## src/include/scaler_config.svh

```systemverilog
`ifndef SCALER_CONFIG_SVH
`define SCALER_CONFIG_SVH

// pixel width in bits
`define SCALER_DATA_WIDTH 8

// weight magnitude width, unity weight is 1 << (width - 1)
`define SCALER_COE_WIDTH 10

// depth of each of the five line buffers
`define SCALER_LINE_MAX 64

// phase index width, taken from bits 11..7 of the output coordinate
`define SCALER_PHASE_BITS 5

// idle cycles between two output pixels
`define SCALER_SPARSE 2

// input line step in 4.12, unity
`define SCALER_STEP_IN 4096

`endif

```

## src/hdl/scaler_pkg.sv

```systemverilog
`default_nettype none

`include "scaler_config.svh"

package scaler_pkg;

    // one raw pixel
    typedef logic [`SCALER_DATA_WIDTH-1:0] pixel_t;

    // one weight magnitude, sign fixed by tap position
    typedef logic [`SCALER_COE_WIDTH-1:0] coe_t;

    // line buffer address
    typedef logic [$clog2(`SCALER_LINE_MAX)-1:0] addr_t;

    // four weights in tap order
    typedef struct packed {
        coe_t c0;
        coe_t c1;
        coe_t c2;
        coe_t c3;
    } coe_set_t;

    // pixel with its video timing strobes
    typedef struct packed {
        pixel_t data;
        logic   de;
        logic   hs;
        logic   vs;
    } video_beat_t;

    // runtime config, held for a whole frame
    typedef struct packed {
        logic [15:0] step_o;
        logic [15:0] line_size;
    } scale_cfg_t;

    // read request from sequencer to line store
    typedef struct packed {
        logic  valid;
        logic  first;
        addr_t addr;
    } rd_req_t;

    // taps[0] newest complete line .. taps[3] oldest
    typedef struct packed {
        pixel_t [3:0] taps;
        logic         de;
        logic         hs;
        logic         vs;
    } tap_beat_t;

endpackage

`default_nettype wire

```

## src/hdl/tap_filter.sv

```systemverilog
`timescale 1ns/10ps
`default_nettype none

`include "scaler_config.svh"

module tap_filter (
    input  wire                         clk,
    input  wire                         rst_i,
    input  wire scaler_pkg::tap_beat_t  tap_i,
    input  wire scaler_pkg::coe_set_t   coe_i,
    output scaler_pkg::video_beat_t     vid_o
);
    import scaler_pkg::*;

    localparam int DW    = `SCALER_DATA_WIDTH;
    localparam int CW    = `SCALER_COE_WIDTH;
    localparam int MUL_W = DW + CW;
    // two extra bits for sign and headroom
    localparam int SUM_W = MUL_W + 2;
    // half an lsb after the shift
    localparam logic [SUM_W-1:0] ROUND = SUM_W'(1) << (CW - 2);

    logic [MUL_W-1:0] mult [0:3];
    logic signed [SUM_W-1:0] sum;

    // {de, hs, vs} per stage
    logic [2:0] strb1;
    logic [2:0] strb2;

    // stage 1, unsigned products
    always_ff @(posedge clk) begin
        mult[0] <= coe_i.c0 * tap_i.taps[0];
        mult[1] <= coe_i.c1 * tap_i.taps[1];
        mult[2] <= coe_i.c2 * tap_i.taps[2];
        mult[3] <= coe_i.c3 * tap_i.taps[3];
    end

    // stage 2, outer taps carry negative weight
    always_ff @(posedge clk) begin
        sum <= SUM_W'(mult[1]) + SUM_W'(mult[2])
             - SUM_W'(mult[0]) - SUM_W'(mult[3]) + ROUND;
    end

    // stage 3, scale down and clamp
    always_ff @(posedge clk) begin
        if (sum[SUM_W-1]) begin
            vid_o.data <= '0;
        end else if (|sum[SUM_W-2 : CW-1+DW]) begin
            vid_o.data <= '1;
        end else begin
            vid_o.data <= sum[CW-1 +: DW];
        end
    end

    // strobes follow the three data stages
    always_ff @(posedge clk) begin
        if (rst_i) begin
            strb1    <= 3'b000;
            strb2    <= 3'b000;
            vid_o.de <= 1'b0;
            vid_o.hs <= 1'b0;
            vid_o.vs <= 1'b0;
        end else begin
            strb1    <= {tap_i.de, tap_i.hs, tap_i.vs};
            strb2    <= strb1;
            vid_o.de <= strb2[2];
            vid_o.hs <= strb2[1];
            vid_o.vs <= strb2[0];
        end
    end

endmodule

`default_nettype wire

```

## config.mk

```make
export PLATFORM = sky130hd
export DESIGN_NAME = tap_filter
export DESIGN_NICKNAME = d
export VERILOG_FILES = /design/src/hdl/scaler_pkg.sv /design/src/hdl/tap_filter.sv
export VERILOG_INCLUDE_DIRS = /design/src /design/src/include
export SDC_FILE = /design/constraint.sdc
export NUM_CORES = 1
export LEC_CHECK = 0
export BUFFER_PORTS_ARGS = -buffer_cell sky130_fd_sc_hd__buf_4
export CORE_MARGIN = 2
export CORE_UTILIZATION = 50
export CTS_CLUSTER_DIAMETER = 30
export DETAILED_ROUTE_END_ITERATION = 8
export PLACE_DENSITY = 0.67
export SYNTH_ARGS = -nofsm -noshare
export SYNTH_HDL_FRONTEND = slang
export SYNTH_SLANG_ARGS = --single-unit
export TNS_END_PERCENT = 10
```

## constraint.sdc

```tcl
create_clock -name clk -period 6.57 [get_ports clk]
set_clock_uncertainty 0.1 [all_clocks]
set_input_delay 0.9855 -clock clk [delete_from_list [all_inputs] [get_ports clk]]
set_output_delay 0.9855 -clock clk [all_outputs]
set_load 0.1 [all_outputs]
```

==> impl_metrics.xml, run 1 <==
<?xml version="1.0" encoding="UTF-8"?>
<metrics>
  <group name="grt">
    <metric name="use_met2" unit="">0.366</metric>
    <metric name="grt_use_met3" unit="">0.0237</metric>
    <metric name="globalRoute.totalOverflow" unit="">0</metric>
    <metric name="grt_antenna_before_repair" unit="">0</metric>
    <metric name="largest_net_degree_at_the_start_of_global_routing" unit="">20</metric>
    <metric name="groute.usage.overall" unit="">0.208</metric>
    <metric name="number_of_global_route_vias_before_repair" unit="">10500</metric>
    <metric name="grt-busiest-layer" unit="">met2</metric>
    <metric name="met1_usage" unit="">0.279</metric>
    <metric name="global_route_wire_length_before_repair" unit="um">49200</metric>
  </group>
  <group name="power">
    <metric name="cellLeakagePower" unit="nW">7.89</metric>
    <metric name="p_int" unit="mW">4.11</metric>
    <metric name="power-per-cell-area" unit="nW/um^2">521</metric>
    <metric name="power_frac_clock" unit="">0.065</metric>
    <metric name="pwr-share-comb" unit="">0.798</metric>
    <metric name="sequentialPowerShare" unit="">0.137</metric>
    <metric name="totalPowerFinal" unit="mW">8.03</metric>
    <metric name="ir_worst_vdd" unit="uV">592</metric>
    <metric name="p_sw" unit="mW">3.92</metric>
    <metric name="netSwitchingFraction" unit="">0.489</metric>
  </group>
  <group name="logic_synthesis">
    <metric name="xor_xnor_portion_of_the_synthesized_cell_area" unit="">0.0369</metric>
    <metric name="synth_simple_gate_area_frac" unit="">0.188</metric>
    <metric name="postSynthNetCount" unit="">1944</metric>
    <metric name="yosysSeqAreaShare" unit="">0.143</metric>
    <metric name="yosys_warnings" unit="">0</metric>
    <metric name="ys_dominant_reg_cell" unit="">sky130_fd_sc_hd__dfxtp_1</metric>
    <metric name="synth_edf_count" unit="">0</metric>
    <metric name="asyncSetResetFlopFracSynth" unit="">0</metric>
    <metric name="mean_cell_area_of_the_mapped_netlist" unit="sq um">9.63</metric>
    <metric name="synthMuxAreaShare" unit="">0</metric>
    <metric name="synth_adder_area_share" unit="">0.490</metric>
    <metric name="synthCells" unit="">1454</metric>
    <metric name="synth_area_in_compound_gates" unit="">0.0632</metric>
    <metric name="post_synth_num_cell_types" unit="">52</metric>
    <metric name="synth_seq_cells" unit="">100</metric>
    <metric name="synth_top_family_by_area" unit="">adder cells</metric>
    <metric name="synthesis.area" unit="sq um">14000</metric>
  </group>
  <group name="timing">
    <metric name="slew_headroom" unit="">0.583</metric>
    <metric name="final_max_slew_viol_count" unit="">0</metric>
    <metric name="setup_repair_after_global_routing_missed_its_margin" unit="">no</metric>
    <metric name="timing.final.crit_share" unit="">0.768</metric>
    <metric name="max_slew.worst_pin.slew" unit="ps">619</metric>
    <metric name="timing.fmax" unit="MHz">198</metric>
    <metric name="fin_crit" unit="ps">5040</metric>
    <metric name="finalSetupViolCount" unit="">0</metric>
    <metric name="final.setup.tns" unit="ps">0</metric>
    <metric name="final_hold_viol_count" unit="">0</metric>
  </group>
  <group name="outcome">
    <metric name="outcome" unit="">complete, no violations</metric>
  </group>
  <group name="final_layout">
    <metric name="syn2layout_area_growth" unit="%">10.1</metric>
    <metric name="final_util" unit="">0.556</metric>
    <metric name="layout.cells.most_common" unit="">sky130_fd_sc_hd__inv_1</metric>
    <metric name="drive_gt1_frac" unit="">0.0797</metric>
    <metric name="fin_nets" unit="">2040</metric>
    <metric name="final_cell_mix" unit="">sky130_fd_sc_hd__inv_1, sky130_fd_sc_hd__and2_1, sky130_fd_sc_hd__fa_1, sky130_fd_sc_hd__ha_1, sky130_fd_sc_hd__dfxtp_1</metric>
    <metric name="num_antenna_cells" unit="">0</metric>
    <metric name="finalInstanceArea" unit="sq um">15400</metric>
  </group>
  <group name="clock_tree">
    <metric name="cts.reportedPaths.clkPinSlew" unit="ps">80</metric>
    <metric name="clkLatencyLatePin" unit="ps">350</metric>
    <metric name="cts_root_buf" unit="">sky130_fd_sc_hd__clkbuf_16</metric>
    <metric name="cts.repair_timing.setup_buffer_count" unit="">0</metric>
    <metric name="cts_max_level" unit="">3</metric>
    <metric name="tritoncts" unit="">built</metric>
    <metric name="post_cts_resize_count" unit="">0</metric>
    <metric name="hold_buffers" unit="">0</metric>
    <metric name="cts_inserted_buffers" unit="">9</metric>
    <metric name="tritoncts_num_sinks" unit="">100</metric>
    <metric name="clock_path_buffers" unit="">2</metric>
  </group>
  <group name="worst_hold_path">
    <metric name="worst_hold_path_type" unit="">reg2reg</metric>
  </group>
  <group name="critical_path">
    <metric name="r2r_end" unit="">sum[19]$_DFF_P_</metric>
    <metric name="setup.reg_to_reg.worst_slack" unit="ps">2880</metric>
    <metric name="crit_arrival" unit="ps">5220</metric>
    <metric name="worstRegToRegCells" unit="">13</metric>
    <metric name="critical-path-max-stage-delay" unit="ps">540</metric>
    <metric name="path_class" unit="">in2reg</metric>
    <metric name="timing.critical_path.cells" unit="">buf_4 &gt; and2_1 &gt; fa_1 &gt; inv_1 &gt; fa_1 &gt; inv_1 &gt; fa_1 &gt; inv_1 &gt; fa_1 &gt; inv_1 &gt; ha_1 &gt; a21oi_1 &gt; o21bai_1 &gt; a211o_1 &gt; a31o_2 &gt; a41oi_1 &gt; nor2b_1 &gt; xnor2_1</metric>
    <metric name="crit_path_start" unit="">tap_i[13]</metric>
    <metric name="critical_path.slowest_cell" unit="">sky130_fd_sc_hd__fa_1</metric>
    <metric name="crit_path_end_kind" unit="">flop</metric>
    <metric name="endpoint" unit="">mult[1][14]$_DFF_P_</metric>
    <metric name="worstSetupStartpointType" unit="">input pin</metric>
    <metric name="worstPathMaxFanout" unit="">10</metric>
    <metric name="critical_path.reg2reg.startpoint" unit="">mult[1][7]$_DFF_P_</metric>
    <metric name="worst-endpoint-required" unit="ps">6750</metric>
  </group>
  <group name="drt">
    <metric name="drt_pass1_iterations" unit="">5</metric>
    <metric name="route.vias.total" unit="">9634</metric>
    <metric name="vias_per_cell" unit="">4.98</metric>
    <metric name="route.detailed.drc" unit="">0</metric>
    <metric name="antenna_left" unit="">0</metric>
    <metric name="drt-initial-drc-count" unit="">306</metric>
    <metric name="detail_route.wl_per_cell" unit="um">14.3</metric>
    <metric name="totalWireLength" unit="um">27700</metric>
  </group>
  <group name="placement">
    <metric name="number_of_buffers_added_on_ports" unit="">87</metric>
    <metric name="placed_instance_area" unit="sq um">15100</metric>
    <metric name="finalWeightedCongestion" unit="">0.810</metric>
    <metric name="detailed_placement_hpwl" unit="um">23800</metric>
  </group>
  <group name="die">
    <metric name="die_area" unit="sq um">29400</metric>
    <metric name="floorplan.initialDensity" unit="">0.505</metric>
    <metric name="rows" unit="">61</metric>
    <metric name="die_height" unit="um">171</metric>
    <metric name="core-area" unit="sq um">27700</metric>
    <metric name="pin_count" unit="">88</metric>
    <metric name="die_w" unit="um">171</metric>
  </group>
  <group name="job">
    <metric name="count_of_max_cap_constraint_violations" unit="">0</metric>
  </group>
</metrics>
-- through the flow --
stage                     setup WS [ps]  std cells  hold WS (ps)
after floorplan                    1580       1454           314
after global placement             1270       1917           317
after detailed placement           1180       1917           323
after CTS                          1530       1933           342
after global routing               1320       1933           352
final                              1530       1933           337
-- cell type report --
type                    instances  area (sq um)
clock buffers                   9           225
fillers                      2511         12300
flip-flops and latches        100          2000
inverters                     291          1090
well taps                     378           473
repair buffers                 87           653
clock inverters                 7          71.3
multi-input cells            1061         10900
-- registers in the layout (all words and copies together), names as in the netlist --
name,count
sum,11
mult,72
strb1,3
strb2,3
vid_o,11
-- worst min path at each step --
stage	slack [ps]	startpoint	cells after the start	endpoint
final	340	strb2[2]$_SDFF_PP0_	1	vid_o[2]$_SDFF_PP0_
after global routing	350	strb1[0]$_SDFF_PP0_	1	strb2[0]$_SDFF_PP0_
after CTS	340	strb2[2]$_SDFF_PP0_	1	vid_o[2]$_SDFF_PP0_
after detailed placement	320	strb2[2]$_SDFF_PP0_	1	vid_o[2]$_SDFF_PP0_
after global placement	320	strb2[1]$_SDFF_PP0_	1	vid_o[1]$_SDFF_PP0_
after floorplan	310	strb1[0]$_SDFF_PP0_	1	strb2[0]$_SDFF_PP0_
-- critical path, delay by kind of cell --
family	cells	cell delay (ps)
AO/OA/AOI/OAI	5	1040
AND/OR/NAND/NOR	2	370
buffers and inverters	5	340
adder cells (fa/ha/maj)	5	2350
XOR/XNOR	1	120
-- kinds of logic after synthesis --
logic type / after synthesis
and+or+nand+nor: 463
adders and majority gates: 413
buffers and inverters: 293
AOI/OAI and AO/OA: 126
DFF: 100
xor gates and xnor gates: 59
-- power groups by stage --
| stage | logic, mW | registers [mW] | clock network (mW) |
|---|---|---|---|
| 2_1_floorplan | 4.90 | 1.23 | 0 |
| 3_3_place_gp | 6.23 | 1.12 | 0 |
| 3_5_place_dp | 6.37 | 1.11 | 0 |
| 4_1_cts | 6.48 | 1.10 | 0.528 |
| 5_1_grt | 7.41 | 1.13 | 0.554 |
| 6_report | 6.41 | 1.10 | 0.519 |
-- routing by layer --
metal	wire length, um	part of all wire
met1	12800	0.46
met2	13900	0.50
met4	285	0.010
met3	687	0.025
met5	0	0
-- synth_stat cells (2+ instances only) --
cell type,count,area (sq um)
sky130_fd_sc_hd__a211o_1,4,35.0
sky130_fd_sc_hd__inv_1,291,1090
sky130_fd_sc_hd__or2_2,7,43.8
sky130_fd_sc_hd__or3_1,6,37.5
sky130_fd_sc_hd__nand2_1,60,225
sky130_fd_sc_hd__a21boi_1,2,15.0
sky130_fd_sc_hd__xnor2_1,44,385
sky130_fd_sc_hd__fa_1,226,4520
sky130_fd_sc_hd__nor3_1,11,55.1
sky130_fd_sc_hd__nand4_1,3,18.8
sky130_fd_sc_hd__o31ai_1,2,15.0
sky130_fd_sc_hd__nand2b_1,9,56.3
sky130_fd_sc_hd__o21bai_1,7,52.6
sky130_fd_sc_hd__o21ai_0,20,100
sky130_fd_sc_hd__nor2_1,48,180
sky130_fd_sc_hd__and2_1,280,1750
sky130_fd_sc_hd__a21oi_1,35,175
sky130_fd_sc_hd__nor3b_1,2,15.0
sky130_fd_sc_hd__o31a_1,3,26.3
sky130_fd_sc_hd__xor2_1,15,131
sky130_fd_sc_hd__and3_1,6,37.5
sky130_fd_sc_hd__nor2b_1,20,125
sky130_fd_sc_hd__dfxtp_1,100,2000
sky130_fd_sc_hd__a31o_2,3,26.3
sky130_fd_sc_hd__nand3_1,7,35.0
sky130_fd_sc_hd__o21a_1,15,113
sky130_fd_sc_hd__a31oi_1,3,18.8
sky130_fd_sc_hd__a211oi_1,6,45.0
sky130_fd_sc_hd__ha_1,187,2340
sky130_fd_sc_hd__a21o_1,10,75.1
(Power assumes the default switching activity.)
==> inputs of run 2 (changes only) <==
==> constraint.sdc (replaced) <==
create_clock -name clk -period 4.7 [get_ports clk]
set_clock_uncertainty 0.1 [all_clocks]
set_input_delay 0.705 -clock clk [delete_from_list [all_inputs] [get_ports clk]]
set_output_delay 0.705 -clock clk [all_outputs]
set_load 0.1 [all_outputs]
==> run 2 against run 1 <==
Net effect:
- register-to-register slack lost 1800 ps
- global-route usage grew 0.39 points
- worst hold slack gained 7.1 ps
- core utilization grew 3.7 points
- cell count grew 6.7%
- critical endpoint is now mult[2][16]$_DFF_P_
- largest cell class unchanged
- highest routed layer unchanged
==> impl_metrics.xml, run 2 (synthesis gave the netlist of run 1 again) <==
<?xml version="1.0" encoding="UTF-8"?>
<metrics>
  <group name="outcome">
    <metric name="outcome" unit="">complete, no violations</metric>
  </group>
  <group name="clock_tree">
    <metric name="tritoncts_num_sinks" unit="">100</metric>
    <metric name="tritoncts" unit="">built</metric>
    <metric name="cts.reportedPaths.clkPinSlew" unit="ps">70</metric>
    <metric name="cts_root_buf" unit="">sky130_fd_sc_hd__clkbuf_16</metric>
    <metric name="post_cts_resize_count" unit="">0</metric>
    <metric name="cts.repair_timing.setup_buffer_count" unit="">0</metric>
    <metric name="clock_path_buffers" unit="">2</metric>
    <metric name="clkLatencyLatePin" unit="ps">350</metric>
    <metric name="cts_inserted_buffers" unit="">9</metric>
    <metric name="hold_buffers" unit="">0</metric>
    <metric name="cts_max_level" unit="">3</metric>
  </group>
  <group name="final_layout">
    <metric name="largest_reg_flops" unit="">72</metric>
    <metric name="layout.cells.most_common" unit="">sky130_fd_sc_hd__inv_1</metric>
    <metric name="syn2layout_area_growth" unit="%">17.4</metric>
    <metric name="num_antenna_cells" unit="">0</metric>
    <metric name="finalInstanceArea" unit="sq um">16400</metric>
    <metric name="final_cell_mix" unit="">sky130_fd_sc_hd__inv_1, sky130_fd_sc_hd__and2_1, sky130_fd_sc_hd__fa_1, sky130_fd_sc_hd__buf_4, sky130_fd_sc_hd__ha_1</metric>
    <metric name="fin_nets" unit="">2170</metric>
    <metric name="top_register" unit="">mult</metric>
    <metric name="drive_gt1_frac" unit="">0.153</metric>
    <metric name="largestRegisters" unit="">mult x72, sum x11, vid_o x11</metric>
  </group>
  <group name="critical_path">
    <metric name="critical_path.slowest_cell" unit="">sky130_fd_sc_hd__fa_1</metric>
    <metric name="crit_path_end_kind" unit="">flop</metric>
    <metric name="worstSetupStartpointType" unit="">input pin</metric>
    <metric name="worst_path_most_repeated_cell" unit="">sky130_fd_sc_hd__fa_1</metric>
    <metric name="critical-path-max-stage-delay" unit="ps">560</metric>
    <metric name="worstPathMaxFanout" unit="">6</metric>
    <metric name="cpLargestDelayFamily" unit="">adder cells</metric>
    <metric name="timing.critical_path.cells" unit="">buf_4 &gt; nand2_1 &gt; fa_1 &gt; fa_1 &gt; inv_1 &gt; fa_1 &gt; inv_1 &gt; fa_1 &gt; inv_1 &gt; ha_1 &gt; o21a_1 &gt; o21a_1 &gt; and3_4 &gt; a2111oi_4 &gt; o31ai_2 &gt; a21oi_2 &gt; xnor2_1</metric>
    <metric name="cp.buffers_inverters" unit="">4</metric>
    <metric name="crit_arrival" unit="ps">4700</metric>
    <metric name="path_class" unit="">in2reg</metric>
    <metric name="worst-endpoint-required" unit="ps">4880</metric>
  </group>
  <group name="grt">
    <metric name="number_of_global_route_vias_before_repair" unit="">10900</metric>
    <metric name="use_met2" unit="">0.385</metric>
    <metric name="largest_net_degree_at_the_start_of_global_routing" unit="">17</metric>
    <metric name="global_route_wire_length_before_repair" unit="um">50200</metric>
    <metric name="grt-busiest-layer" unit="">met2</metric>
    <metric name="met1_usage" unit="">0.275</metric>
    <metric name="globalRoute.totalOverflow" unit="">0</metric>
    <metric name="grt_antenna_before_repair" unit="">0</metric>
    <metric name="grt_use_met3" unit="">0.0246</metric>
    <metric name="groute.usage.overall" unit="">0.211</metric>
  </group>
  <group name="die">
    <metric name="die_height" unit="um">171</metric>
    <metric name="floorplan.initialDensity" unit="">0.505</metric>
    <metric name="pin_count" unit="">88</metric>
    <metric name="die_w" unit="um">171</metric>
    <metric name="core-area" unit="sq um">27700</metric>
    <metric name="die_area" unit="sq um">29400</metric>
    <metric name="rows" unit="">61</metric>
  </group>
  <group name="drt">
    <metric name="vias_per_cell" unit="">4.88</metric>
    <metric name="totalWireLength" unit="um">28000</metric>
    <metric name="detail_route.wl_per_cell" unit="um">13.5</metric>
    <metric name="route.vias.total" unit="">10100</metric>
    <metric name="antenna_left" unit="">0</metric>
    <metric name="drt-initial-drc-count" unit="">305</metric>
    <metric name="route.detailed.drc" unit="">0</metric>
    <metric name="drt_pass1_iterations" unit="">5</metric>
  </group>
  <group name="placement">
    <metric name="finalWeightedCongestion" unit="">0.859</metric>
    <metric name="placed_instance_area" unit="sq um">16100</metric>
    <metric name="detailed_placement_hpwl" unit="um">24600</metric>
    <metric name="number_of_buffers_added_on_ports" unit="">87</metric>
    <metric name="dp_slack" unit="ps">-229</metric>
  </group>
  <group name="timing">
    <metric name="timing.final.crit_share" unit="">0.963</metric>
    <metric name="finalSetupViolCount" unit="">0</metric>
    <metric name="final_max_slew_viol_count" unit="">0</metric>
    <metric name="fin_hold_ws" unit="ps">344</metric>
    <metric name="max_slew.worst_pin.slew" unit="ps">547</metric>
    <metric name="setup_repair_after_global_routing_missed_its_margin" unit="">yes</metric>
    <metric name="post_route_setup_slack" unit="ps">175</metric>
    <metric name="slew_headroom" unit="">0.631</metric>
    <metric name="final_hold_viol_count" unit="">0</metric>
    <metric name="timing.fmax" unit="MHz">221</metric>
    <metric name="fin_crit" unit="ps">4520</metric>
  </group>
  <group name="job">
    <metric name="count_of_max_cap_constraint_violations" unit="">0</metric>
  </group>
  <group name="power">
    <metric name="ir_worst_vdd" unit="uV">918</metric>
    <metric name="cellLeakagePower" unit="nW">8.54</metric>
    <metric name="power-per-cell-area" unit="nW/um^2">716</metric>
  </group>
  <group name="worst_hold_path">
    <metric name="worst_hold_path_type" unit="">reg2reg</metric>
  </group>
</metrics>
==> run 2: worst paths after layout <==
kind,endpoint,start,slack [ps],cells past startpoint
setup / recovery,mult[2][16]$_DFF_P_,tap_i[21],180,17
hold / removal,vid_o[0]$_SDFF_PP0_,strb2[0]$_SDFF_PP0_,340,1
setup reg to reg,sum[18]$_DFF_P_,mult[1][7]$_DFF_P_,1090,13
hold reg to reg,vid_o[0]$_SDFF_PP0_,strb2[0]$_SDFF_PP0_,340,1
==> run 2: area by class of cell <==
type	instances	area, sq um
Fill cell	2444	11300
Multi-Input combinational cell	1061	10900
Sequential cell	100	2000
Timing Repair Buffer	217	1630
Clock buffer	12	267
Tap cell	378	473
Inverter	291	1090
Clock inverter	4	55.1
==> run 2: layer usage <==
metal,routed length [um],part of all wire
met1,12500,0.45
met3,666,0.024
met4,294,0.011
met5,0,0
met2,14500,0.52
==> run 2: through the flow <==
step | setup TNS, ps | cells | power, mW | utilization
2_1_floorplan | 0 | 1454 | 8.59 | -
3_5_place_dp | -2020 | 2047 | 10.9 | 0.582
6_report | 0 | 2063 | 11.8 | 0.593
4_1_cts | 0 | 2063 | 11.9 | 0.593
5_1_grt | -14.0 | 2063 | 13.2 | 0.593
3_3_place_gp | -1360 | 2047 | 10.7 | 0.582
==> run 2: report_power, final <==
part	switching (mW)	internal, mW
registers	0.186	1.35
logic	5.00	4.45
clock network	0.312	0.459
==> inputs of run 3 (changes only) <==
--- a/config.mk
+++ b/config.mk
@@ -6,12 +6,13 @@
 export SDC_FILE = /design/constraint.sdc
 export NUM_CORES = 1
 export LEC_CHECK = 0
+export ABC_AREA = 1
 export BUFFER_PORTS_ARGS = -buffer_cell sky130_fd_sc_hd__buf_4
 export CORE_MARGIN = 2
-export CORE_UTILIZATION = 50
+export CORE_UTILIZATION = 25
 export CTS_CLUSTER_DIAMETER = 30
 export DETAILED_ROUTE_END_ITERATION = 8
-export PLACE_DENSITY = 0.67
+export PLACE_DENSITY = 0.38
 export SYNTH_ARGS = -nofsm -noshare
 export SYNTH_HDL_FRONTEND = slang
 export SYNTH_SLANG_ARGS = --single-unit
==> run 3 against run 2 <==
Net effect:
- cell count increased by 38%
- area after synthesis rose by 10%
- core utilization down 32 points
- synthesized cell count grew 40%
- register-to-register slack better by 450 ps
- cell area rose by 3.9%
- critical path type unchanged
- critical endpoint is now mult[0][14]$_DFF_P_
- largest cell class unchanged
- highest routed layer unchanged
==> impl_metrics.xml, run 3 <==
<?xml version="1.0" encoding="UTF-8"?>
<metrics>
  <group name="clock_tree">
    <metric name="hold_buffers" unit="">0</metric>
    <metric name="clock_path_buffers" unit="">2</metric>
    <metric name="cts_max_level" unit="">3</metric>
    <metric name="cts.reportedPaths.clkPinSlew" unit="ps">70</metric>
    <metric name="post_cts_resize_count" unit="">0</metric>
    <metric name="cts_inserted_buffers" unit="">9</metric>
    <metric name="tritoncts_num_sinks" unit="">100</metric>
    <metric name="tritoncts" unit="">built</metric>
    <metric name="cts_root_buf" unit="">sky130_fd_sc_hd__clkbuf_16</metric>
    <metric name="cts.repair_timing.setup_buffer_count" unit="">0</metric>
    <metric name="clkLatencyLatePin" unit="ps">350</metric>
  </group>
  <group name="timing">
    <metric name="final_max_slew_viol_count" unit="">0</metric>
    <metric name="finalSetupViolCount" unit="">0</metric>
    <metric name="final.setup.tns" unit="ps">0</metric>
    <metric name="timing.fmax" unit="MHz">239</metric>
    <metric name="fin_crit" unit="ps">4180</metric>
    <metric name="final_hold_viol_count" unit="">0</metric>
    <metric name="max_slew.worst_pin.slew" unit="ps">555</metric>
    <metric name="timing.final.crit_share" unit="">0.890</metric>
    <metric name="setup_repair_after_global_routing_missed_its_margin" unit="">no</metric>
    <metric name="slew_headroom" unit="">0.628</metric>
  </group>
  <group name="final_layout">
    <metric name="top_register" unit="">mult</metric>
    <metric name="fin_nets" unit="">2551</metric>
    <metric name="final_util" unit="">0.278</metric>
    <metric name="drive_gt1_frac" unit="">0.0682</metric>
    <metric name="final_cell_mix" unit="">sky130_fd_sc_hd__inv_1, sky130_fd_sc_hd__nand2_1, sky130_fd_sc_hd__fa_1, sky130_fd_sc_hd__ha_1, sky130_fd_sc_hd__dfxtp_1</metric>
    <metric name="largest_reg_flops" unit="">72</metric>
    <metric name="layout.cells.most_common" unit="">sky130_fd_sc_hd__inv_1</metric>
    <metric name="syn2layout_area_growth" unit="%">10.8</metric>
    <metric name="num_antenna_cells" unit="">0</metric>
    <metric name="finalInstanceArea" unit="sq um">17100</metric>
    <metric name="largestRegisters" unit="">mult x72, sum x11, vid_o x11</metric>
  </group>
  <group name="drt">
    <metric name="route.detailed.drc" unit="">0</metric>
    <metric name="drt_pass1_iterations" unit="">4</metric>
    <metric name="drt-initial-drc-count" unit="">399</metric>
    <metric name="route.vias.total" unit="">11500</metric>
    <metric name="antenna_left" unit="">0</metric>
    <metric name="detail_route.wl_per_cell" unit="um">12.7</metric>
    <metric name="totalWireLength" unit="um">36400</metric>
    <metric name="vias_per_cell" unit="">4.02</metric>
  </group>
  <group name="placement">
    <metric name="detailed_placement_hpwl" unit="um">32200</metric>
    <metric name="finalWeightedCongestion" unit="">0.803</metric>
    <metric name="number_of_buffers_added_on_ports" unit="">87</metric>
    <metric name="placed_instance_area" unit="sq um">16800</metric>
  </group>
  <group name="worst_hold_path">
    <metric name="worst_hold_path.num_cells" unit="">2</metric>
    <metric name="worst_hold_path_type" unit="">reg2reg</metric>
  </group>
  <group name="logic_synthesis">
    <metric name="synth_seq_cells" unit="">100</metric>
    <metric name="postSynthNetCount" unit="">2530</metric>
    <metric name="synth_edf_count" unit="">0</metric>
    <metric name="post_synth_num_cell_types" unit="">38</metric>
    <metric name="synthCells" unit="">2040</metric>
    <metric name="netlist.area_leader.share" unit="">0.294</metric>
    <metric name="ys_dominant_reg_cell" unit="">sky130_fd_sc_hd__dfxtp_1</metric>
    <metric name="mean_cell_area_of_the_mapped_netlist" unit="sq um">7.56</metric>
    <metric name="asyncSetResetFlopFracSynth" unit="">0</metric>
    <metric name="yosys_warnings" unit="">0</metric>
    <metric name="post-synth-top-count-cell" unit="">sky130_fd_sc_hd__inv_1</metric>
    <metric name="netlist_top_cells_count" unit="">sky130_fd_sc_hd__inv_1, sky130_fd_sc_hd__nand2_1, sky130_fd_sc_hd__fa_1</metric>
    <metric name="netlist_top_cells_area" unit="">sky130_fd_sc_hd__fa_1, sky130_fd_sc_hd__inv_1, sky130_fd_sc_hd__ha_1</metric>
    <metric name="cell_type_with_the_highest_aggregate_area_in_the_netlist" unit="">sky130_fd_sc_hd__fa_1</metric>
    <metric name="yosysSeqAreaShare" unit="">0.130</metric>
    <metric name="synthesis.area" unit="sq um">15400</metric>
  </group>
  <group name="critical_path">
    <metric name="worstPathMaxFanout" unit="">10</metric>
    <metric name="path_class" unit="">in2reg</metric>
    <metric name="crit_arrival" unit="ps">4320</metric>
    <metric name="worstRegToRegCells" unit="">14</metric>
    <metric name="worst-endpoint-required" unit="ps">4830</metric>
    <metric name="worstSetupStartpointType" unit="">input pin</metric>
    <metric name="crit_path_end_kind" unit="">flop</metric>
  </group>
  <group name="die">
    <metric name="core-area" unit="sq um">61400</metric>
    <metric name="floorplan.initialDensity" unit="">0.251</metric>
    <metric name="die_w" unit="um">252</metric>
    <metric name="rows" unit="">91</metric>
    <metric name="pin_count" unit="">88</metric>
    <metric name="die_area" unit="sq um">63700</metric>
    <metric name="die_height" unit="um">252</metric>
  </group>
  <group name="outcome">
    <metric name="outcome" unit="">complete, no violations</metric>
  </group>
  <group name="grt">
    <metric name="global_route_wire_length_before_repair" unit="um">62900</metric>
    <metric name="largest_net_degree_at_the_start_of_global_routing" unit="">20</metric>
    <metric name="globalRoute.totalOverflow" unit="">0</metric>
    <metric name="groute.usage.overall" unit="">0.122</metric>
    <metric name="grt_antenna_before_repair" unit="">0</metric>
    <metric name="number_of_global_route_vias_before_repair" unit="">12300</metric>
  </group>
  <group name="job">
    <metric name="count_of_max_cap_constraint_violations" unit="">0</metric>
  </group>
</metrics>
==> run 3: cell families (layout without fill, tap and decap cells) <==
family                   Yosys count  after routing  share of synthesized area
AO/OA/AOI/OAI                    133            133                     0.0538
AND/OR/NAND/NOR                  629            629                      0.168
flip-flops                       100            100                      0.130
adder cells (fa/ha/maj)          413            413                      0.445
buffers and inverters            713            739                      0.174
XOR/XNOR                          52             52                     0.0295
==> run 3: area by class of cell <==
cell class              count  area [sq um]
clock buffers              10           239
fillers                  6699         44300
flip-flops and latches    100          2000
well taps                 790           988
inverters                 636          2390
clock inverters             6          70.1
multi-input cells        1227         10700
repair buffers             87           653
==> run 3: worst paths after layout <==
path,startpoint,end,slack [ps]
hold reg to reg,strb2[1]$_SDFF_PP0_,vid_o[1]$_SDFF_PP0_,300
setup reg to reg,mult[1][7]$_DFF_P_,sum[15]$_DFF_P_,1540
hold / removal,strb2[1]$_SDFF_PP0_,vid_o[1]$_SDFF_PP0_,300
setup / recovery,tap_i[5],mult[0][14]$_DFF_P_,520
==> run 3: per-layer routing <==
metal | track usage | part of all wire
met1 | 0.165 | 0.49
met2 | 0.216 | 0.49
met3 | 0.0108 | 0.017
met4 | 0.0142 | 0.0064
met5 | 0 | 0
==> run 3: metrics by stage <==
stage	worst slack [ps]	hold WS (ps)	cells
final	516	303	2856
after global routing	286	318	2856
after CTS	505	303	2856
after detailed placement	130	292	2840
after global placement	127	289	2840
after floorplan	368	288	2040
==> run 3: worst max-delay path, cell delays in order <==
cell                      delay (ps)
sky130_fd_sc_hd__buf_4           170
sky130_fd_sc_hd__nand2_1         100
sky130_fd_sc_hd__fa_1            510
sky130_fd_sc_hd__fa_1            540
sky130_fd_sc_hd__inv_1            50
sky130_fd_sc_hd__fa_1            490
sky130_fd_sc_hd__inv_1            50
sky130_fd_sc_hd__fa_1            480
sky130_fd_sc_hd__inv_1            40
sky130_fd_sc_hd__ha_1            340
sky130_fd_sc_hd__a21oi_1         190
sky130_fd_sc_hd__o21ai_0          90
sky130_fd_sc_hd__a21oi_1         270
sky130_fd_sc_hd__o21ai_1         110
sky130_fd_sc_hd__xor2_1          160
Power of run 3 is left out: the tool's default activity adds up to more than one toggle a clock period on the data nets, which glitch-free logic cannot reach.
